--- src/design/vram_pkg.sv ---
// Video RAM geometry shared by the memory, the bus slave and the fetcher
package vram_pkg;

    // Port A sees the memory as 4096 bytes
    localparam int byte_addr_width = 12;

    // Port B sees the same bytes as 2048 little-endian words
    localparam int word_addr_width = 11;

    localparam int byte_width = 8;
    localparam int word_width = 16;

endpackage

--- src/design/display_pkg.sv ---
// Register map, display mode, cell layout and item widths of the display side
package display_pkg;

    // Bit 12 of the bus address selects register space
    localparam int wb_addr_width = 13;

    localparam int reg_addr_width = 3;

    // Register offsets within register space
    localparam logic [reg_addr_width-1:0] reg_ctrl    = 3'd0;
    localparam logic [reg_addr_width-1:0] reg_base_lo = 3'd1;
    localparam logic [reg_addr_width-1:0] reg_base_hi = 3'd2;
    localparam logic [reg_addr_width-1:0] reg_count   = 3'd3;
    localparam logic [reg_addr_width-1:0] reg_color   = 3'd4;
    localparam logic [reg_addr_width-1:0] reg_status  = 3'd5;

    localparam int item_code_width  = 8;
    localparam int item_color_width = 4;

    typedef enum logic {
        mode_text  = 1'b0,
        mode_pixel = 1'b1
    } display_mode_t;

    // Text cell with the attribute in the high byte and the glyph in the low byte
    typedef struct packed {
        logic [7:0] attr;
        logic [7:0] glyph;
    } text_cell_t;

    // One video word, read as a text cell or as two pixel bytes
    // Pixel element 0 is the low byte and is shown first
    typedef union packed {
        text_cell_t      text;
        logic [1:0][7:0] pixel;
    } display_cell_t;

endpackage

--- src/design/cfg_bus_if.sv ---
// Register access interface between the bus slave and the register block
`timescale 1ns/1ps

interface cfg_bus_if;
    import display_pkg::*;

    logic [reg_addr_width-1:0] addr;
    logic [7:0]                wdata;
    logic                      we;
    // One pulse per register access
    logic                      stb;
    logic [7:0]                rdata;

    modport master (
        output addr,
        output wdata,
        output we,
        output stb,
        input  rdata
    );

    modport target (
        input  addr,
        input  wdata,
        input  we,
        input  stb,
        output rdata
    );

endinterface

--- src/design/fetch_ctrl_if.sv ---
// Control and status interface between the register block and the cell fetcher
`timescale 1ns/1ps

interface fetch_ctrl_if;
    import vram_pkg::*;
    import display_pkg::*;

    // Start and done are single-cycle pulses
    logic                        start;
    display_mode_t               mode;
    logic [word_addr_width-1:0]  base;
    logic [7:0]                  count;
    logic [item_color_width-1:0] color;
    logic                        busy;
    logic                        done;

    modport ctrl (
        output start,
        output mode,
        output base,
        output count,
        output color,
        input  busy,
        input  done
    );

    modport engine (
        input  start,
        input  mode,
        input  base,
        input  count,
        input  color,
        output busy,
        output done
    );

endinterface

--- src/design/display_regs.sv ---
// Display control, base, count, colour and status registers for the fetcher
`timescale 1ns/1ps

module display_regs (
    input  logic         clock,
    input  logic         rst,
    cfg_bus_if.target    cfg,
    fetch_ctrl_if.ctrl   fetch
);
    import display_pkg::*;

    display_mode_t               mode;
    logic [7:0]                  base_lo;
    logic [2:0]                  base_hi;
    logic [7:0]                  count;
    logic [item_color_width-1:0] color;
    logic                        start;
    logic                        done_flag;
    logic                        wr;

    assign wr = cfg.stb && cfg.we;

    always_ff @(posedge clock) begin
        if (rst) begin
            mode      <= mode_text;
            base_lo   <= '0;
            base_hi   <= '0;
            count     <= '0;
            color     <= '0;
            start     <= 1'b0;
            done_flag <= 1'b0;
        end else begin
            start <= 1'b0;
            if (wr) begin
                case (cfg.addr)
                    reg_ctrl: begin
                        mode  <= display_mode_t'(cfg.wdata[1]);
                        // A start during a running fetch is dropped here
                        start <= cfg.wdata[0] && !fetch.busy;
                    end
                    reg_base_lo: base_lo <= cfg.wdata;
                    reg_base_hi: base_hi <= cfg.wdata[2:0];
                    reg_count:   count   <= cfg.wdata;
                    reg_color:   color   <= cfg.wdata[item_color_width-1:0];
                    default: ;
                endcase
            end
            // Sticky until the next fetch begins
            if (fetch.start) begin
                done_flag <= 1'b0;
            end else if (fetch.done) begin
                done_flag <= 1'b1;
            end
        end
    end

    assign fetch.start = start;
    assign fetch.mode  = mode;
    assign fetch.base  = {base_hi, base_lo};
    assign fetch.count = count;
    assign fetch.color = color;

    always_comb begin
        case (cfg.addr)
            reg_ctrl:    cfg.rdata = {6'b0, mode, 1'b0};
            reg_base_lo: cfg.rdata = base_lo;
            reg_base_hi: cfg.rdata = {5'b0, base_hi};
            reg_count:   cfg.rdata = count;
            reg_color:   cfg.rdata = {{(8 - item_color_width){1'b0}}, color};
            reg_status:  cfg.rdata = {6'b0, done_flag, fetch.busy};
            default:     cfg.rdata = 8'h00;
        endcase
    end

    a_start_idle : assert property (
        @(posedge clock) disable iff (rst)
        fetch.start |-> !fetch.busy
    ) else $error("display_regs: start issued while the fetcher is busy");

endmodule

--- src/flat_wrapper.sv ---
// flat-port wrapper written by rule: the top's interface ports become plain ports
module display_regs_flat import display_pkg::*;
  (clock, rst, cfg_addr, cfg_wdata, cfg_we, cfg_stb, cfg_rdata, fetch_start, fetch_mode, fetch_base, fetch_count, fetch_color, fetch_busy, fetch_done);
  cfg_bus_if cfg_i ();
  fetch_ctrl_if fetch_i ();
  input  logic clock;
  input  logic rst;
  input wire logic [$bits(cfg_i.addr)-1:0] cfg_addr;
  input wire logic [$bits(cfg_i.wdata)-1:0] cfg_wdata;
  input wire logic [$bits(cfg_i.we)-1:0] cfg_we;
  input wire logic [$bits(cfg_i.stb)-1:0] cfg_stb;
  output wire logic [$bits(cfg_i.rdata)-1:0] cfg_rdata;
  output wire logic [$bits(fetch_i.start)-1:0] fetch_start;
  output wire logic [$bits(fetch_i.mode)-1:0] fetch_mode;
  output wire logic [$bits(fetch_i.base)-1:0] fetch_base;
  output wire logic [$bits(fetch_i.count)-1:0] fetch_count;
  output wire logic [$bits(fetch_i.color)-1:0] fetch_color;
  input wire logic [$bits(fetch_i.busy)-1:0] fetch_busy;
  input wire logic [$bits(fetch_i.done)-1:0] fetch_done;
  assign cfg_i.addr = cfg_addr;
  assign cfg_i.wdata = cfg_wdata;
  assign cfg_i.we = cfg_we;
  assign cfg_i.stb = cfg_stb;
  assign cfg_rdata = cfg_i.rdata;
  assign fetch_start = fetch_i.start;
  assign fetch_mode = fetch_i.mode;
  assign fetch_base = fetch_i.base;
  assign fetch_count = fetch_i.count;
  assign fetch_color = fetch_i.color;
  assign fetch_i.busy = fetch_busy;
  assign fetch_i.done = fetch_done;
  display_regs u_core (.clock(clock), .rst(rst), .cfg(cfg_i), .fetch(fetch_i));
endmodule
--- config.mk ---
export PLATFORM = sky130hd
export DESIGN_NAME = display_regs_flat
export DESIGN_NICKNAME = d
export VERILOG_FILES = /design/src/design/vram_pkg.sv /design/src/design/display_pkg.sv /design/src/design/cfg_bus_if.sv /design/src/design/fetch_ctrl_if.sv /design/src/design/display_regs.sv /design/src/flat_wrapper.sv
export SDC_FILE = /design/constraint.sdc
export NUM_CORES = 1
export LEC_CHECK = 0
export BUFFER_PORTS_ARGS = -buffer_cell sky130_fd_sc_hd__buf_4
export CORE_MARGIN = 8
export CORE_UTILIZATION = 51
export CTS_CLUSTER_DIAMETER = 150
export CTS_CLUSTER_SIZE = 40
export DETAILED_ROUTE_END_ITERATION = 8
export GPL_TIMING_DRIVEN = 0
export HOLD_SLACK_MARGIN = 0.12
export MAX_ROUTING_LAYER = met4
export PLACE_DENSITY = 0.84
export SLEW_MARGIN = 10
export SYNTH_ARGS = -nofsm -noshare
export SYNTH_HDL_FRONTEND = slang
export SYNTH_SLANG_ARGS = --single-unit
export TNS_END_PERCENT = 50
--- constraint.sdc ---
create_clock -name clock -period 2.5 [get_ports clock]
set_input_delay 0.125 -clock clock [delete_from_list [all_inputs] [get_ports clock]]
set_output_delay 0.125 -clock clock [all_outputs]
set_load 0.01 [all_outputs]
==> results of run 1 <==
-- cell type report --
cell class              count  area (um2)  share of cell area [%]
inverters                   3       11.26                  0.6374
clock buffers               3       22.52                   1.275
well taps                  30       37.54                   2.125
multi-input cells          90       695.7                   39.38
flip-flops and latches     26       520.5                   29.46
plain buffers              10       58.81                   3.329
repair buffers             54       420.4                   23.80
-- stage by stage --
step | total power, uW | area (um2) | util [%] | cells
3_5_place_dp | 533.2 | 1684 | 69.24 | 207
6_report | 708.0 | 1767 | 72.63 | 216
2_1_floorplan | 486.9 | 1286 | - | 129
3_3_place_gp | 529.9 | 1684 | 69.24 | 207
5_1_grt | 734.3 | 1767 | 72.63 | 216
4_1_cts | 712.6 | 1767 | 72.63 | 216
-- layer usage --
layer	wire length (um)	up-vias
li1	-	555
met1	1493	541
met2	1733	43
met3	253	2
met4	24	0
met5	0	-
-- placed cells by master, fill, tap and decap left out --
| cell type | count |
|---|---|
| nor2_1 | 5 |
| nor2b_1 | 2 |
| a21oi_1 | 1 |
| dfxtp_1 | 26 |
| inv_1 | 3 |
| o22ai_1 | 2 |
| dlygate4sd3_1 | 6 |
| buf_2 | 2 |
| a221oi_1 | 1 |
| nor3_2 | 1 |
| or3_1 | 3 |
| mux4_2 | 1 |
| buf_4 | 49 |
| clkbuf_1 | 5 |
| a22oi_1 | 2 |
| buf_6 | 2 |
| o32ai_1 | 1 |
| clkbuf_4 | 3 |
| nand2_1 | 1 |
| mux2i_1 | 31 |
| nand2b_1 | 34 |
| nor3_1 | 2 |
| or4_1 | 2 |
| mux2_2 | 1 |
-- flip-flops by register name, indices dropped and copies added, names as in the netlist --
signal              count
u_core.base_lo          8
u_core.fetch.count      8
u_core.fetch.color      4
u_core.base_hi          3
u_core.done_flag        1
u_core.fetch.mode       1
u_core.fetch.start      1
-- cell families (layout without fill, tap and decap cells) --
family / count (synthesis) / count (layout) / share of synthesized area [%]
multiplexers: 33 / 33 / 26.75
AND/OR/NAND/NOR: 50 / 50 / 23.44
buffers and inverters: 13 / 70 / 5.448
flip-flops: 26 / 26 / 40.47
AO/OA/AOI/OAI: 7 / 7 / 3.890
-- how the worst min path moves through the flow --
stage	from	to	cells past startpoint
6_report	cfg_wdata[3]	u_core.fetch.count[3]$_SDFFE_PP0P_	3
4_1_cts	cfg_wdata[3]	u_core.fetch.count[3]$_SDFFE_PP0P_	3
3_5_place_dp	fetch_busy	u_core.fetch.start$_SDFF_PP0_	2
5_1_grt	cfg_wdata[3]	u_core.fetch.count[3]$_SDFFE_PP0P_	3
3_3_place_gp	fetch_busy	u_core.fetch.start$_SDFF_PP0_	2
2_1_floorplan	fetch_busy	u_core.fetch.start$_SDFF_PP0_	1
-- power by group through the flow --
| stage | logic, uW | clock network, uW | registers [uW] |
|---|---|---|---|
| floorplan | 51.1 | 0 | 436 |
| global placement | 96.0 | 0 | 434 |
| detailed placement | 98.9 | 0 | 434 |
| CTS | 107 | 181 | 425 |
| global route | 115 | 193 | 426 |
| finish | 106 | 176 | 425 |
-- repair_timing --
item                                   4_1_cts  5_1_grt
hold buffers                                 6        0
endpoints found under the hold margin       10        0
gates resized for setup                      0        0
-- worst max-delay path, stage by stage --
cell	delay (ns)
dlygate4sd3_1	0.54
buf_4	0.14
mux2_2	0.26
a22oi_1	0.19
a21oi_1	0.10
buf_4	0.15
==> impl_results.md, run 1 <==
- Vias per cell: approximately 5.3
- Critical path class: in2out
- Grt met1 use: ~19%
- Crit path to: cfg_rdata[0]
- Detailed-route via count: 1141
- Initial core utilization: 52.88%
- Worst R2R Setup Slack: 1.83 ns
- FFs w/ async S/R, synth: 0%
- Area delta synth->final: 37.35%
- Final Hold Slack: between 0.1 and 0.15 ns
- Post-synth EDFFs: 0
- Clock Sinks: 26
- GR Util met3: 4.068%
- Syn avg cell area: ~10 um2
- Rel. slew slack: between 60% and 70%
- CTS clock-pin slew for the worst setup and hold paths: between 0.1 and 0.15 ns
- Critical-path maximum fanout: 2
- Fin Setup TNS: 0 ns
- N_diodes: 0
- Max Cap Viol: 0
- Final worst slack: 0.8673 ns
- Site Rows: 18
- Crit end category: primary output
- Sw Pwr: around 170 uW
- DP Worst Slack: approximately 1.1 ns
- Final Skew: a little under 0.00005 ns
- Fin nets: around 200
- Syn Inst Count: 129
- PwrDens: around 400 nW/um2
- Setup violations, final: 0
- Largest net degree at the start of global routing: 14
- GRT busiest layer: met2
- Static Leak: about 0.00087 uW
- Post-route minimum period: between 1.5 and 2 ns
- Yosys reg bits: 26
- Core area: 2432 um2
- Worst skew pair latency: 0.32 ns
- Sequential-to-total area share from yosys stat: between 40% and 50%
- Outcome: complete, no violations
- Worst-Margin Slew: around 0.46 ns
- Crit path DAT: between 1.5 and 2 ns
- Final-report max-slew violation count: 0
- Max Fclk: a little over 600 MHz
- TritonRoute pass-1 iters: 4
- Hpwl dp: 2.701 mm
- Antenna-violating nets left: 0
- Worst min path class: in2reg
- # IOs: 50
- Critical R2R Launch: u_core.fetch.mode$_SDFFE_PP0P_
- Clock Path Buffers: 2
- Share of the synthesized area in the top cell type: around 40%
- WL final: ~3.5 mm
- Internal power: 534.8 uW
- RSZ-0062 raised after global routing: false
- Port Buffers: between 40 and 50
- Initial antenna violation count: 0
- Synth Flop Type: dfxtp_1
- Critical path origin: fetch_busy
- Switch share: 24.47%
- Root buffer cell: clkbuf_4
- RR Endpoint: u_core.fetch.mode$_SDFFE_PP0P_
- Sequential Power Share: between 60% and 70%
- Synth Warn #: 0
- Most common cell in the netlist: nand2b_1
- Postcts setup bufs: 0
- Worst endpoint required time: ~2.4 ns
- CP startpoint kind: input port
- Clk pwr share: between 20% and 30%
- Wire per inst: about 16 um
- Post-synth top area cell: dfxtp_1
- Vias in the first global route: around 1300
- Top cells by count, synth: nand2b_1, mux2i_1, dfxtp_1, clkbuf_1, nor2_1
- Comb power frac: roughly 15%
- Layout cells sized above 1: a little under a third
- First-pass GRT wire length: 5.892 mm
- Overall Global Routing Usage: between 15 and 20%
- Fillers: 189
- Die H: roughly 66 um
- Total gr overflow: 0
- Hold Vio Cnt, Final: 0
- DR iter-0 viols: 46
- Global-route track usage on met2: between 20% and 30%
- Top post-synthesis cells by area: dfxtp_1, mux2i_1, nand2b_1
- Final period util: ~65%
- Die Footprint: 4385 um2
- H-tree level count: 1
- Yosys cell types: 22
- Mapped cell area: 1286 um2
- Die Width: 66.22 um
- Max IR drop VDD: about 0.27 mV
- Synthesized Nets: approximately 150
- Worst reg-to-reg path cell count: 2
- DRC errors left: 0
- TritonCTS clock tree: yes
- Clock buffer count from CTS: 3
- GPL Wtd Cong: 0.7822
Note: power is estimated with default switching activity, not from simulation.
==> run 2, diff against run 1 <==
Settings changed: ABC_AREA set to 1, CORE_UTILIZATION 51 to 43, PLACE_DENSITY 0.84 to 0.75.
Clock period 2.5 ns to 1.5 ns, I/O delays scaled along.
==> impl_results.md, run 2 <==
- DRC errors left: 0 (unchanged)
- N_diodes: 0 (unchanged)
- Placed Cells incl. Taps: 296 (+43%)
- Final Skew: 0.00002984 ns (-0.00001882 ns)
- Crit path cell chain: dlygate4sd3_1 > buf_4 > nor2_1 > nand2_1 > dlygate4sd3_1 > nor2_1
- Top cells by count, synth: nand2_1, nor2_1, dfxtp_1, inv_1, nand3_1
- Syn avg cell area: 6.041 um2 (-39%)
- Clock buffer count from CTS: 3 (unchanged)
- Fin nets: 297 (+45%)
- Area of the multi-input gates: 646.9 um2 (-7.0%)
- Detailed-route via count: 1466 (+28%)
- Die Footprint: 5035 um2 (+15%)
- PwrDens: 759.1 nW/um2 (+89%)
- Final-report max-slew violation count: 0 (unchanged)
- Rel. slew slack: 68.34% (-0.56 points)
- Max Fclk: between 700 and 800 MHz
- WL final: 3.769 mm (+7.5%)
- Synthesized Nets: 232 (+59%)
- Hold Path Stages: 5 (+2)
- Worst endpoint required time: 1.77 ns (-0.61 ns)
- Vias in the first global route: 1400 (+8.8%)
- CP startpoint kind: input port
- Die H: 70.96 um (+7.2%)
- Worst reg-to-reg path cell count: 3 (+1)
- Fin Setup TNS: 0 ns (unchanged)
- Post-synth EDFFs: 0 (unchanged)
- Sequential-to-total area share from yosys stat: 40.08% (-0.39 points)
- Final Util: 63.43% (-9.2 points)
- GPL Wtd Cong: 0.8277 (+5.8%)
- Die Width: 70.96 um (+7.2%)
- Critical path class: in2reg
- Site Rows: 20 (+2)
- Yosys reg bits: 26 (unchanged)
- Post-route minimum period: between 1 and 1.5 ns
- Seq. cell area: 520.5 um2 (unchanged)
- Critical-path maximum fanout: 3 (+1)
- Clock Sinks: 26 (unchanged)
- Post-synth top area cell: dfxtp_1
- Overall Global Routing Usage: 15.76% (-1.2 points)
- Wire per inst: 12.08 um (-26%)
- Synth Warn #: 0 (unchanged)
- Max incr delay on CP: 0.57 ns (+0.03 ns)
- Final period util: 88.42%
- Crit path DAT: 1.59 ns (+0.08 ns)
- Initial antenna violation count: 0 (unchanged)
- Largest regs: u_core.base_lo x8, u_core.fetch.count x8, u_core.fetch.color x4
- Share of the synthesized area in the top cell type: 40.08% (-0.39 points)
- Worst-Margin Slew: 0.4749 ns (+0.01089 ns)
- Yosys cell types: 15 (-32%)
- Max IR drop VDD: 0.4267 mV (+57%)
- H-tree level count: 1 (unchanged)
- Final non-filler cell total: 312 (+44%)
- Syn Inst Count: 215 (+67%)
- FFs w/ async S/R, synth: 0% (unchanged)
- CTS clock-pin slew for the worst setup and hold paths: 0.14 ns (about the same)
- Static Leak: 0.0009631 uW (+11%)
- First-pass GRT wire length: 6.341 mm (+7.6%)
- Crit end category: register
- Core area: 2953 um2 (+21%)
- Worst min path class: in2reg
- DR iter-0 viols: 76 (+65%)
- Layout cells sized above 1: 22.58% (-9.1 points)
- Root buffer cell: clkbuf_4
- Worst skew pair latency: 0.31 ns (about the same)
- Port Buffers: 48 (unchanged)
- Top post-synthesis cells by area: dfxtp_1, nand2_1, nor2_1
- Clock Path Buffers: 2 (unchanged)
- CP max-delay cell: dlygate4sd3_1
- TritonRoute pass-1 iters: 4 (unchanged)
- RSZ-0062 raised after global routing: false
- Largest net degree at the start of global routing: 16 (+2)
- Hold Vio Cnt, Final: 0 (unchanged)
- Max Cap Viol: 0 (unchanged)
- Synth Flop Type: dfxtp_1
- Total gr overflow: 0 (unchanged)
- Mapped cell area: 1299 um2 (+0.97%)
- Outcome: complete, no violations
- Area delta synth->final: 44.22%
- Setup violations, final: 0 (unchanged)
- Vias per cell: 4.699 (-11%)
- Fillers: 286 (+51%)
- Antenna-violating nets left: 0 (unchanged)
- Hpwl dp: 2.700 mm (about the same)
- # IOs: 50 (unchanged)
- Most frequent cells in the layout: nor2_1, nand2_1, buf_4
- Initial core utilization: 43.98% (-8.9 points)
- TritonCTS clock tree: yes
run 2: logic make-up (layout without fill, tap and decap cells):
| kind of cell | after synthesis | after routing | share of synthesized area, % |
|---|---|---|---|
| DFF | 26 | 26 | 40.08 |
| and+or+nand+nor | 157 | 157 | 49.81 |
| buffers and inverters | 32 | 96 | 10.12 |
run 2: cell type report:
type	count	share of cell area (%)
clock buffers	3	1.202
repair buffers	60	25.65
well taps	33	2.204
clock inverters	1	1.603
flip-flops and latches	26	27.79
multi-input cells	157	34.54
inverters	26	5.210
plain buffers	6	1.804
run 2: worst max-delay path, delay by kind of cell:
family                 cells  cell delay [ns]
buffers and inverters      3             1.27
and+or+nand+nor            3             0.26
run 2: layer usage:
layer / share of wire [%] / vias to the layer above / wire length, um / global-route usage [%]
li1: - / 779 / - / -
met2: 49 / 34 / 1846 / 26.36
met4: 1.6 / 0 / 61 / 6.467
met1: 44 / 649 / 1653 / 18.22
met3: 5.5 / 4 / 207 / 2.684
met5: 0 / - / 0 / -
run 2: final timing paths:
kind                                                            to                                from  slack [ns]
worst min register to register  u_core.fetch.count[3]$_SDFFE_PP0P_  u_core.fetch.count[3]$_SDFFE_PP0P_        0.51
worst max-delay path                 u_core.fetch.start$_SDFF_PP0_                                 rst        0.17
worst min-delay path                u_core.base_lo[1]$_SDFFE_PP0P_                         cfg_addr[2]        0.16
worst max register to register       u_core.done_flag$_SDFFE_PP0P_       u_core.done_flag$_SDFFE_PP0P_        0.37
run 2: per-stage QoR:
| step | hold slack [ns] | cell area (um2) | worst slack, ns | total power, uW |
|---|---|---|---|---|
| after floorplan | 0.1518 | 1299 | 0.5665 | 830.3 |
| after global placement | 0.2656 | 1700 | 0.3291 | 918.0 |
| after detailed placement | 0.2662 | 1700 | 0.3321 | 920.2 |
| after CTS | 0.1463 | 1873 | 0.2412 | 1424 |
| after global routing | 0.1801 | 1873 | 0.04780 | 1479 |
| final | 0.1571 | 1873 | 0.1738 | 1422 |
run 2: report_power, final:
| part | switching [uW] | total [uW] | internal [uW] |
|---|---|---|---|
| Combinational | 114 | 214 | 99.5 |
| Clock | 219 | 489 | 270 |
| Sequential | 11.5 | 719 | 707 |
run 2: what timing repair did:
item,CTS,global route
hold buffers,12,0
buffers inserted,0,0
resized for setup,0,0
endpoints found under the hold margin,22,0
