$ cat src/design/vram_pkg.sv
// Video RAM geometry shared by the memory, the bus slave and the fetcher
package vram_pkg;

    // Port A sees the memory as 4096 bytes
    localparam int byte_addr_width = 12;

    // Port B sees the same bytes as 2048 little-endian words
    localparam int word_addr_width = 11;

    localparam int byte_width = 8;
    localparam int word_width = 16;

endpackage

$ cat src/design/display_pkg.sv
// Register map, display mode, cell layout and item widths of the display side
package display_pkg;

    // Bit 12 of the bus address selects register space
    localparam int wb_addr_width = 13;

    localparam int reg_addr_width = 3;

    // Register offsets within register space
    localparam logic [reg_addr_width-1:0] reg_ctrl    = 3'd0;
    localparam logic [reg_addr_width-1:0] reg_base_lo = 3'd1;
    localparam logic [reg_addr_width-1:0] reg_base_hi = 3'd2;
    localparam logic [reg_addr_width-1:0] reg_count   = 3'd3;
    localparam logic [reg_addr_width-1:0] reg_color   = 3'd4;
    localparam logic [reg_addr_width-1:0] reg_status  = 3'd5;

    localparam int item_code_width  = 8;
    localparam int item_color_width = 4;

    typedef enum logic {
        mode_text  = 1'b0,
        mode_pixel = 1'b1
    } display_mode_t;

    // Text cell with the attribute in the high byte and the glyph in the low byte
    typedef struct packed {
        logic [7:0] attr;
        logic [7:0] glyph;
    } text_cell_t;

    // One video word, read as a text cell or as two pixel bytes
    // Pixel element 0 is the low byte and is shown first
    typedef union packed {
        text_cell_t      text;
        logic [1:0][7:0] pixel;
    } display_cell_t;

endpackage

$ cat src/design/cfg_bus_if.sv
// Register access interface between the bus slave and the register block
`timescale 1ns/1ps

interface cfg_bus_if;
    import display_pkg::*;

    logic [reg_addr_width-1:0] addr;
    logic [7:0]                wdata;
    logic                      we;
    // One pulse per register access
    logic                      stb;
    logic [7:0]                rdata;

    modport master (
        output addr,
        output wdata,
        output we,
        output stb,
        input  rdata
    );

    modport target (
        input  addr,
        input  wdata,
        input  we,
        input  stb,
        output rdata
    );

endinterface

$ cat src/design/wb_vram_slave.sv
// Wishbone classic slave for video RAM bytes and the display register bank
`timescale 1ns/1ps

module wb_vram_slave (
    input  logic                                 clock,
    input  logic                                 rst,

    input  logic                                 wb_cyc,
    input  logic                                 wb_stb,
    input  logic                                 wb_we,
    input  logic [display_pkg::wb_addr_width-1:0] wb_adr,
    input  logic [vram_pkg::byte_width-1:0]       wb_dat_w,
    output logic [vram_pkg::byte_width-1:0]       wb_dat_r,
    output logic                                 wb_ack,

    // RAM port A
    output logic [vram_pkg::byte_addr_width-1:0]  ram_addr,
    output logic [vram_pkg::byte_width-1:0]       ram_wdata,
    output logic                                 ram_we,
    input  logic [vram_pkg::byte_width-1:0]       ram_q,

    cfg_bus_if.master                            cfg
);
    import vram_pkg::*;
    import display_pkg::*;

    // Set during the second cycle of an access
    logic phase;
    logic reg_sel;
    logic req;

    assign reg_sel = wb_adr[wb_addr_width-1];

    // New access only in the first phase, and never in the ack cycle
    assign req = wb_cyc && wb_stb && !wb_ack && !phase;

    // RAM port A follows the bus address directly
    assign ram_addr  = wb_adr[byte_addr_width-1:0];
    assign ram_wdata = wb_dat_w;
    assign ram_we    = req && wb_we && !reg_sel;

    assign cfg.addr  = wb_adr[reg_addr_width-1:0];
    assign cfg.wdata = wb_dat_w;
    assign cfg.we    = wb_we;
    assign cfg.stb   = req && reg_sel;

    always_ff @(posedge clock) begin
        if (rst) begin
            phase  <= 1'b0;
            wb_ack <= 1'b0;
        end else begin
            wb_ack <= 1'b0;
            if (req) begin
                phase <= 1'b1;
            end else if (phase) begin
                phase <= 1'b0;
                // A master that gave up the cycle gets no ack
                wb_ack <= wb_cyc && wb_stb;
            end
        end
    end

    // RAM data is valid in the second phase, one cycle after the address
    always_ff @(posedge clock) begin
        if (phase) begin
            wb_dat_r <= reg_sel ? cfg.rdata : ram_q;
        end
    end

    a_ack_in_cycle : assert property (
        @(posedge clock) disable iff (rst)
        wb_ack |-> (wb_cyc && wb_stb)
    ) else $error("wb_vram_slave: ack without an active bus cycle");

endmodule

$ cat src/flat_wrapper.sv
// flat-port wrapper written by rule: the top's interface ports become plain ports
module wb_vram_slave_flat import vram_pkg::*; import display_pkg::*;
  (clock, rst, wb_cyc, wb_stb, wb_we, wb_adr, wb_dat_w, wb_dat_r, wb_ack, ram_addr, ram_wdata, ram_we, ram_q, cfg_addr, cfg_wdata, cfg_we, cfg_stb, cfg_rdata);
  cfg_bus_if cfg_i ();
  input  logic clock;
  input  logic rst;
  input  logic wb_cyc;
  input  logic wb_stb;
  input  logic wb_we;
  input  logic [display_pkg::wb_addr_width-1:0] wb_adr;
  input  logic [vram_pkg::byte_width-1:0] wb_dat_w;
  output logic [vram_pkg::byte_width-1:0] wb_dat_r;
  output logic wb_ack;
  output logic [vram_pkg::byte_addr_width-1:0] ram_addr;
  output logic [vram_pkg::byte_width-1:0] ram_wdata;
  output logic ram_we;
  input  logic [vram_pkg::byte_width-1:0] ram_q;
  output wire logic [$bits(cfg_i.addr)-1:0] cfg_addr;
  output wire logic [$bits(cfg_i.wdata)-1:0] cfg_wdata;
  output wire logic [$bits(cfg_i.we)-1:0] cfg_we;
  output wire logic [$bits(cfg_i.stb)-1:0] cfg_stb;
  input wire logic [$bits(cfg_i.rdata)-1:0] cfg_rdata;
  assign cfg_addr = cfg_i.addr;
  assign cfg_wdata = cfg_i.wdata;
  assign cfg_we = cfg_i.we;
  assign cfg_stb = cfg_i.stb;
  assign cfg_i.rdata = cfg_rdata;
  wb_vram_slave u_core (.clock(clock), .rst(rst), .wb_cyc(wb_cyc), .wb_stb(wb_stb), .wb_we(wb_we), .wb_adr(wb_adr), .wb_dat_w(wb_dat_w), .wb_dat_r(wb_dat_r), .wb_ack(wb_ack), .ram_addr(ram_addr), .ram_wdata(ram_wdata), .ram_we(ram_we), .ram_q(ram_q), .cfg(cfg_i));
endmodule
$ cat config.mk
export PLATFORM = sky130hd
export DESIGN_NAME = wb_vram_slave_flat
export DESIGN_NICKNAME = d
export VERILOG_FILES = /design/src/design/vram_pkg.sv /design/src/design/display_pkg.sv /design/src/design/cfg_bus_if.sv /design/src/design/wb_vram_slave.sv /design/src/flat_wrapper.sv
export SDC_FILE = /design/constraint.sdc
export NUM_CORES = 1
export LEC_CHECK = 0
export BUFFER_PORTS_ARGS = -buffer_cell sky130_fd_sc_hd__buf_2
export CORE_UTILIZATION = 29
export CTS_CLUSTER_DIAMETER = 80
export CTS_CLUSTER_SIZE = 24
export DETAILED_ROUTE_END_ITERATION = 12
export PLACE_DENSITY = 0.75
export SLEW_MARGIN = 20
export SYNTH_ARGS = -nofsm -noshare
export SYNTH_HDL_FRONTEND = slang
export SYNTH_SLANG_ARGS = --single-unit
$ cat constraint.sdc
create_clock -name clock -period 0.95 [get_ports clock]
set_input_delay 0.1425 -clock clock [delete_from_list [all_inputs] [get_ports clock]]
set_output_delay 0.1425 -clock clock [all_outputs]
set_load 0.03 [all_outputs]
==> impl_metrics.json, run 1 <==
{
  "cts_root_buf": "clkbuf_4",
  "powerDensity_nw_per_um2": 1220,
  "synthAdderAreaFrac": 0,
  "outcome": "finished, violations left",
  "dp_cells": 88,
  "maxCapViolations": 0,
  "clock_sinks": 10,
  "max_stage_delay_ps": 360,
  "drcViolationCount": 0,
  "antenna_found_initial": 0,
  "gp_congestion": 0.645,
  "avgSynthCellArea_sq_um": 12.6,
  "viasPerCell": 4.28,
  "synthSimpleGateAreaFrac": 0.0939,
  "start_util": 0.316,
  "grt_max_degree": 9,
  "multi_input_area_sq_um": 196,
  "clock-skew-final_ps": 4.50,
  "rsz0062_at_grt": "true",
  "synth_nets": 99,
  "synth-seq-area-share": 0.390,
  "path_clk_slew_ps": 60,
  "regArea_sq_um": 288,
  "cp_slowest_cell": "dfxtp_4",
  "core_sq_um": 2280,
  "setup_viol": 3,
  "tightest_slew_ps": 248,
  "fmax_mhz": 831,
  "whs_ps": 60.6,
  "dpl.hpwl_um": 928,
  "rows": 17,
  "num-fill-cells": 215,
  "cts.path.max_buffers": 2,
  "synth_area_sq_um": 719,
  "grt_pass1_vias": 379,
  "place_ws_ps": -104,
  "cts_tree": "built",
  "worstPathArrival_ps": 1060,
  "crit_fanout": 4,
  "switching_share": 0.222,
  "synth_top_family_by_area": "buffers and inverters",
  "p_total_w": 0.000976,
  "first_pass_iters": 1,
  "ys_seq_elements": 10,
  "layout_setup_ws_ps": -253,
  "routedWlPerCell_um": 12.2,
  "layout_common_cells": "buf_2 (22), mux2_4 (8), buf_6 (8), edfxtp_1 (8), buf_4 (7)",
  "synth_warnings": 0,
  "synthCells": 57,
  "end_kind": "primary output",
  "synth-compound-area-share": 0,
  "power_frac_comb": 0.198,
  "layout_min_cycle_time_ps": 1200,
  "overflow": 0,
  "drive_gt1_frac": 0.815,
  "p_leak_nw": 0.364,
  "postRouteAntennaNets": 0,
  "io_pins": 85,
  "final_area_sq_um": 798,
  "required_ps": 810,
  "gr-usage-all-layers": 0.0806,
  "syn_to_final_growth_pct": 11.0,
  "synthXorXnorAreaFrac": 0,
  "relSlewSlack": 0.834,
  "dpl-instance-area_sq_um": 702,
  "ys_types": 11,
  "diodes": 0,
  "crit_path_cell_trace": "nor4_4 > buf_4",
  "pwr-share-seq": 0.508,
  "routed_wl_um": 1140,
  "die_area_sq_um": 2680,
  "cts_buffers": 3,
  "portBuffers": 33,
  "cp-start-kind": "flip-flop",
  "fp.dieW_um": 51.8,
  "maxSlewViolCount": 0,
  "hold_class": "input port to flip-flop",
  "die_y_um": 51.8,
  "crit_type": "flip-flop to primary output",
  "hold_viol": 0,
  "ir_drop_v": 0.000432,
  "num_vias": 398,
  "violations": "negative setup slack",
  "final_cells": 93,
  "synthMuxAreaShare": 0.167,
  "cts_max_level": 1,
  "grt_pass1_wl_um": 1490,
  "worstSkewPairLatency_ps": 260,
  "drt_iter0_markers": 0,
  "switchingPower_w": 0.000216,
  "fin_crit_sh": 1.27,
  "intPower_w": 0.000759,
  "nets": 108,
  "p_clk_frac": 0.294,
  "final_common_cell": "buf_2"
}
-- final cells by class --
cell class / count / area share
Clock buffer: 4 / 0.0329
Timing Repair Buffer: 37 / 0.317
Sequential cell: 10 / 0.361
Tap cell: 28 / 0.0439
Multi-Input combinational cell: 14 / 0.246
-- cells in the mapped netlist, drive strengths merged --
cell type	count	area, sq um
nor4	2	27.5
nor3b	1	7.51
nand2	1	3.75
buf	33	251
nor4b	1	15.0
edfxtp	8	240
nand2b	1	13.8
mux2	8	120
dfxtp	2	40.0
-- cells by family (layout without fill, tap and decap cells) --
kind of cell	count (synthesis)	count (layout)
buffers and inverters	33	41
flip-flops	10	10
multiplexers	8	8
AND/OR/NAND/NOR	6	6
-- path summary, 6_finish.rpt --
kind         cells after the start  slack, ps           from            endpoint
max                              2       -250  u_core.wb_ack              ram_we
min reg2reg                      1        480  u_core.wb_ack        u_core.phase
max reg2reg                      1        100   u_core.phase  u_core.wb_dat_r[1]
min                              2         60            rst        u_core.phase
-- flip-flops by register name, indices dropped and copies added (netlist names) --
register / cells
u_core.phase: 1
u_core.wb_ack: 1
u_core.wb_dat_r: 8
-- power by group through the flow --
stage / registers [W] / logic [W] / clock network, W
finish: 0.000495 / 0.000193 / 0.000287
floorplan: 0.000532 / 0.000336 / 0
CTS: 0.000496 / 0.000188 / 0.000300
global placement: 0.000506 / 0.000177 / 0
detailed placement: 0.000507 / 0.000182 / 0
global route: 0.000496 / 0.000205 / 0.000323
-- layer usage --
| layer | part of all wire | global-route usage | wire length, um | vias up |
|---|---|---|---|---|
| li1 | - | - | - | 177 |
| met1 | 0.26 | 0.0377 | 298 | 172 |
| met3 | 0.15 | 0.0380 | 165 | 17 |
| met4 | 0.037 | 0.113 | 42 | 0 |
| met2 | 0.55 | 0.156 | 628 | 32 |
| met5 | 0 | 0 | 0 | - |
-- worst max-delay path, delay by kind of cell (launching register included) --
kind	cells	cell delay [ps]
simple gates	1	240
flops	1	360
buf+inv	1	200
-- timing repair --
| action | in CTS | in global routing |
|---|---|---|
| pin swaps | 0 | 1 |
| setup endpoints to repair | 5 | 11 |
| setup buffers | 0 | 1 |
| resized for setup | 9 | 18 |
| hold buffers | 0 | 0 |
-- metrics by stage --
step                utilization  TNS [ps]
detailed placement        0.308      -491
CTS                       0.332      -539
floorplan                     -      -145
global placement          0.308      -346
finish                    0.351      -566
global route              0.351      -817
No activity file was read; power rests on OpenSTA's default activity.
==> run 2, diff against run 1 <==
--- a/config.mk
+++ b/config.mk
@@ -6,11 +6,13 @@
 export NUM_CORES = 1
 export LEC_CHECK = 0
 export BUFFER_PORTS_ARGS = -buffer_cell sky130_fd_sc_hd__buf_2
+export CORE_MARGIN = 2
 export CORE_UTILIZATION = 29
 export CTS_CLUSTER_DIAMETER = 80
 export CTS_CLUSTER_SIZE = 24
 export DETAILED_ROUTE_END_ITERATION = 12
 export PLACE_DENSITY = 0.75
+export REMOVE_ABC_BUFFERS = 1
 export SLEW_MARGIN = 20
 export SYNTH_ARGS = -nofsm -noshare
 export SYNTH_HDL_FRONTEND = slang
==> impl_metrics.json, run 2 (synthesis gave the netlist of run 1 again) <==
{
  "layout_min_cycle_time_ps": 1220,
  "drt_iter0_markers": 0,
  "end_kind": "primary output",
  "drcViolationCount": 0,
  "grt_use_met2": 0.144,
  "drive_gt1_frac": 0.810,
  "clock_sinks": 10,
  "grt.busiest_layer": "met2",
  "gr-usage-met1": 0.0995,
  "crit_type": "flip-flop to primary output",
  "die_y_um": 53.8,
  "maxCapViolations": 0,
  "gr-usage-all-layers": 0.114,
  "regMostFlops": "u_core.wb_dat_r",
  "num-fill-cells": 251,
  "p_leak_nw": 0.355,
  "rsz0062_at_grt": "true",
  "core_sq_um": 2410,
  "postRouteAntennaNets": 0,
  "overflow": 0,
  "viasPerCell": 4.41,
  "path_clk_slew_ps": 60,
  "diodes": 0,
  "tightest_slew_ps": 292,
  "ctsHoldBuffers": 0,
  "antenna_found_initial": 0,
  "place_ws_ps": -85.5,
  "cts_root_buf": "clkbuf_4",
  "maxSlewViolCount": 0,
  "largest_reg_flops": 8,
  "required_ps": 810,
  "fmax_mhz": 822,
  "cts_tree": "built",
  "nets": 106,
  "grt_max_degree": 11,
  "p_total_w": 0.000984,
  "first_pass_iters": 1,
  "cts.path.max_buffers": 2,
  "clock-skew-final_ps": 6.74,
  "grt_use_met3": 0.131,
  "worstSkewPairLatency_ps": 260,
  "portBuffers": 33,
  "crit_fanout": 4,
  "outcome": "finished, violations left",
  "cts_buffers": 3,
  "gp_congestion": 0.715,
  "rows": 18,
  "powerDensity_nw_per_um2": 1250,
  "postCtsSetupRepairBufs": 0,
  "grt_pass1_wl_um": 2120,
  "layout_common_cells": "buf_2 (22), buf_6 (9), mux2_4 (8), edfxtp_1 (8), buf_4 (4)",
  "top_regs": "u_core.wb_dat_r (8), u_core.phase (1), u_core.wb_ack (1)",
  "fin_crit_sh": 1.28,
  "cts_max_level": 1,
  "worstPathArrival_ps": 1070,
  "ir_drop_v": 0.000473,
  "start_util": 0.299,
  "final_common_cell": "buf_2",
  "violations": "negative setup slack",
  "syn_to_final_growth_pct": 9.74,
  "hold_class": "input port to flip-flop",
  "fp.dieW_um": 53.8,
  "routed_wl_um": 1630,
  "num_vias": 410,
  "setup_viol": 2,
  "layout_setup_ws_ps": -266,
  "die_area_sq_um": 2890,
  "routedWlPerCell_um": 17.5,
  "hold_viol": 0,
  "cp-start-kind": "flip-flop",
  "relSlewSlack": 0.805,
  "grt_pass1_vias": 445,
  "io_pins": 85
}
-- run 2: cell types whose count changed in the layout (fill, tap and decap cells not counted), sizes merged --
cell and delta:
buf -2
-- run 2: report_power, final --
| part | total (W) | switching, W | leakage [nW] | internal [W] |
|---|---|---|---|---|
| combinational | 0.000189 | 0.0000813 | 0.249 | 0.000108 |
| sequential | 0.000495 | 0.00000845 | 0.0911 | 0.000486 |
| clock | 0.000300 | 0.000139 | 0.0150 | 0.000162 |
-- run 2: final cells by class --
cell class | instances | area (sq um) | area share
repair buffers | 35 | 241 | 0.306
clock buffers | 4 | 26.3 | 0.0333
flip-flops and latches | 10 | 288 | 0.365
well taps | 30 | 37.5 | 0.0475
multi-input cells | 14 | 196 | 0.249
-- run 2: repair_timing --
| action | in CTS | in global routing |
|---|---|---|
| resized for setup | 14 | 15 |
| gates cloned | 0 | 0 |
| endpoints found under the setup margin | 8 | 11 |
| pin swaps | 0 | 2 |
-- run 2: worst paths after layout --
check        cells past startpoint  slack (ps)           from       endpoint
max                              2        -270   u_core.phase        cfg_stb
min                              2          60            rst  u_core.wb_ack
max reg2reg                      2          90   u_core.phase   u_core.phase
min reg2reg                      1         480  u_core.wb_ack   u_core.phase
-- run 2: per-stage QoR --
stage	util	hold WS (ps)	setup TNS [ps]	instance area, sq um	instances
after detailed placement	0.285	285	-655	686	89
after global routing	0.328	53.7	-728	790	93
after CTS	0.312	48.3	-576	751	93
after global placement	0.285	285	-486	686	89
final	0.328	57.2	-514	790	93
after floorplan	-	219	-508	468	24
-- run 2: metal layers --
layer  share of wire  up-vias
met5           0.022        -
met4               0        2
met3            0.22        2
met2            0.43       49
met1            0.33      183
li1                -      174
-- run 2: worst max-delay path, cell delays in order, from the launching register on --
cell and delay [ps]:
dfxtp_4 370, nor4b_4 260, buf_4 200
==> run 3, diff against run 2 <==
==> constraint.sdc (replaced) <==
create_clock -name clock -period 0.95 [get_ports clock]
set_input_delay 0.095 -clock clock [delete_from_list [all_inputs] [get_ports clock]]
set_output_delay 0.095 -clock clock [all_outputs]
set_load 0.03 [all_outputs]
==> impl_metrics.json, run 3 (synthesis gave the netlist of run 1 again) <==
{
  "outcome": "finished, violations left",
  "violations": "negative setup slack",
  "start_util": 0.299,
  "crit_type": "flip-flop to primary output",
  "worstPathArrival_ps": 1070,
  "p_leak_nw": 0.338,
  "cp-start-kind": "flip-flop",
  "maxCapViolations": 0,
  "crit_fanout": 4,
  "die_area_sq_um": 2890,
  "powerDensity_nw_per_um2": 1320,
  "viasPerCell": 4.45,
  "fin_crit_sh": 1.23,
  "io_pins": 85,
  "layout_common_cells": "buf_2 (30), mux2_4 (8), edfxtp_1 (8)",
  "antenna_found_initial": 0,
  "first_pass_iters": 2,
  "clock_sinks": 10,
  "relSlewSlack": 0.806,
  "top_regs": "u_core.wb_dat_r (8), u_core.phase (1), u_core.wb_ack (1)",
  "gp_congestion": 0.715,
  "p_total_w": 0.000970,
  "die_y_um": 53.8,
  "overflow": 0,
  "tightest_slew_ps": 292,
  "routedWlPerCell_um": 17.6,
  "cts_max_level": 1,
  "grt_max_degree": 11,
  "largest_reg_flops": 8,
  "postRouteAntennaNets": 0,
  "ir_drop_v": 0.000468,
  "grt_pass1_vias": 438,
  "fmax_mhz": 856,
  "grt_pass1_wl_um": 2130,
  "gr-usage-all-layers": 0.115,
  "portBuffers": 33,
  "core_sq_um": 2410,
  "final_common_cell": "buf_2",
  "layout_setup_ws_ps": -218,
  "cts.path.max_buffers": 2,
  "diodes": 0,
  "layout_min_cycle_time_ps": 1170,
  "end_kind": "primary output",
  "ctsHoldBuffers": 0,
  "required_ps": 850,
  "cts_root_buf": "clkbuf_4",
  "cts_tree": "built",
  "syn_to_final_growth_pct": 2.26,
  "drive_gt1_frac": 0.810,
  "clock-skew-final_ps": 6.68,
  "fp.dieW_um": 53.8,
  "drt_iter0_markers": 1,
  "drcViolationCount": 0,
  "rsz0062_at_grt": "true",
  "rows": 18,
  "path_clk_slew_ps": 60,
  "nets": 106,
  "worstSkewPairLatency_ps": 260,
  "routed_wl_um": 1640,
  "whs_ps": 9.85,
  "maxSlewViolCount": 0,
  "cts_buffers": 3,
  "hold_class": "input port to flip-flop",
  "num_vias": 414,
  "hold_viol": 0,
  "regMostFlops": "u_core.wb_dat_r",
  "setup_viol": 2
}
## run 3: area by class of cell
| type | instances | area, sq um |
|---|---|---|
| clock buffers | 4 | 26.3 |
| multi-input cells | 14 | 196 |
| repair buffers | 35 | 188 |
| flip-flops and latches | 10 | 288 |
| fillers | 254 | 1670 |
| well taps | 30 | 37.5 |
## run 3: final timing paths
check / from / endpoint / slack [ps] / cells after the start
max: u_core.phase / cfg_stb / -220 / 2
min: rst / u_core.wb_ack / 10 / 2
max reg2reg: u_core.phase / u_core.phase / 90 / 2
min reg2reg: u_core.wb_ack / u_core.phase / 470 / 1
## run 3: routing by layer
layer | up-vias | part of all wire | track usage
li1 | 174 | - | -
met1 | 187 | 0.33 | 0.101
met2 | 49 | 0.42 | 0.144
met3 | 2 | 0.22 | 0.131
met4 | 2 | 0 | 0.0641
met5 | - | 0.028 | 0.104
## run 3: what timing repair did
item | in CTS | in global routing
setup buffers | 0 | 0
gates resized for setup | 4 | 5
setup endpoints to repair | 3 | 3
pin swaps | 0 | 2
## run 3: report_power, final
part           internal [W]  switching [W]  total [W]
Sequential         0.000486     0.00000611   0.000492
Clock              0.000162       0.000138   0.000300
Combinational     0.0000963      0.0000814   0.000178
Total              0.000744       0.000226   0.000970
## run 3: stage by stage
step	TNS [ps]	std cells	setup WS (ps)	utilization	instance area [sq um]
floorplan	-413	24	-299	-	468
global placement	0	89	0.935	0.285	686
detailed placement	-113	89	-20.6	0.285	686
CTS	-424	93	-213	0.299	719
global route	-526	93	-282	0.305	736
finish	-417	93	-218	0.305	736
## run 3: critical path, stage by stage, from the launching register on
cell	delay [ps]
dfxtp_4	370
nor4b_4	260
buf_4	200
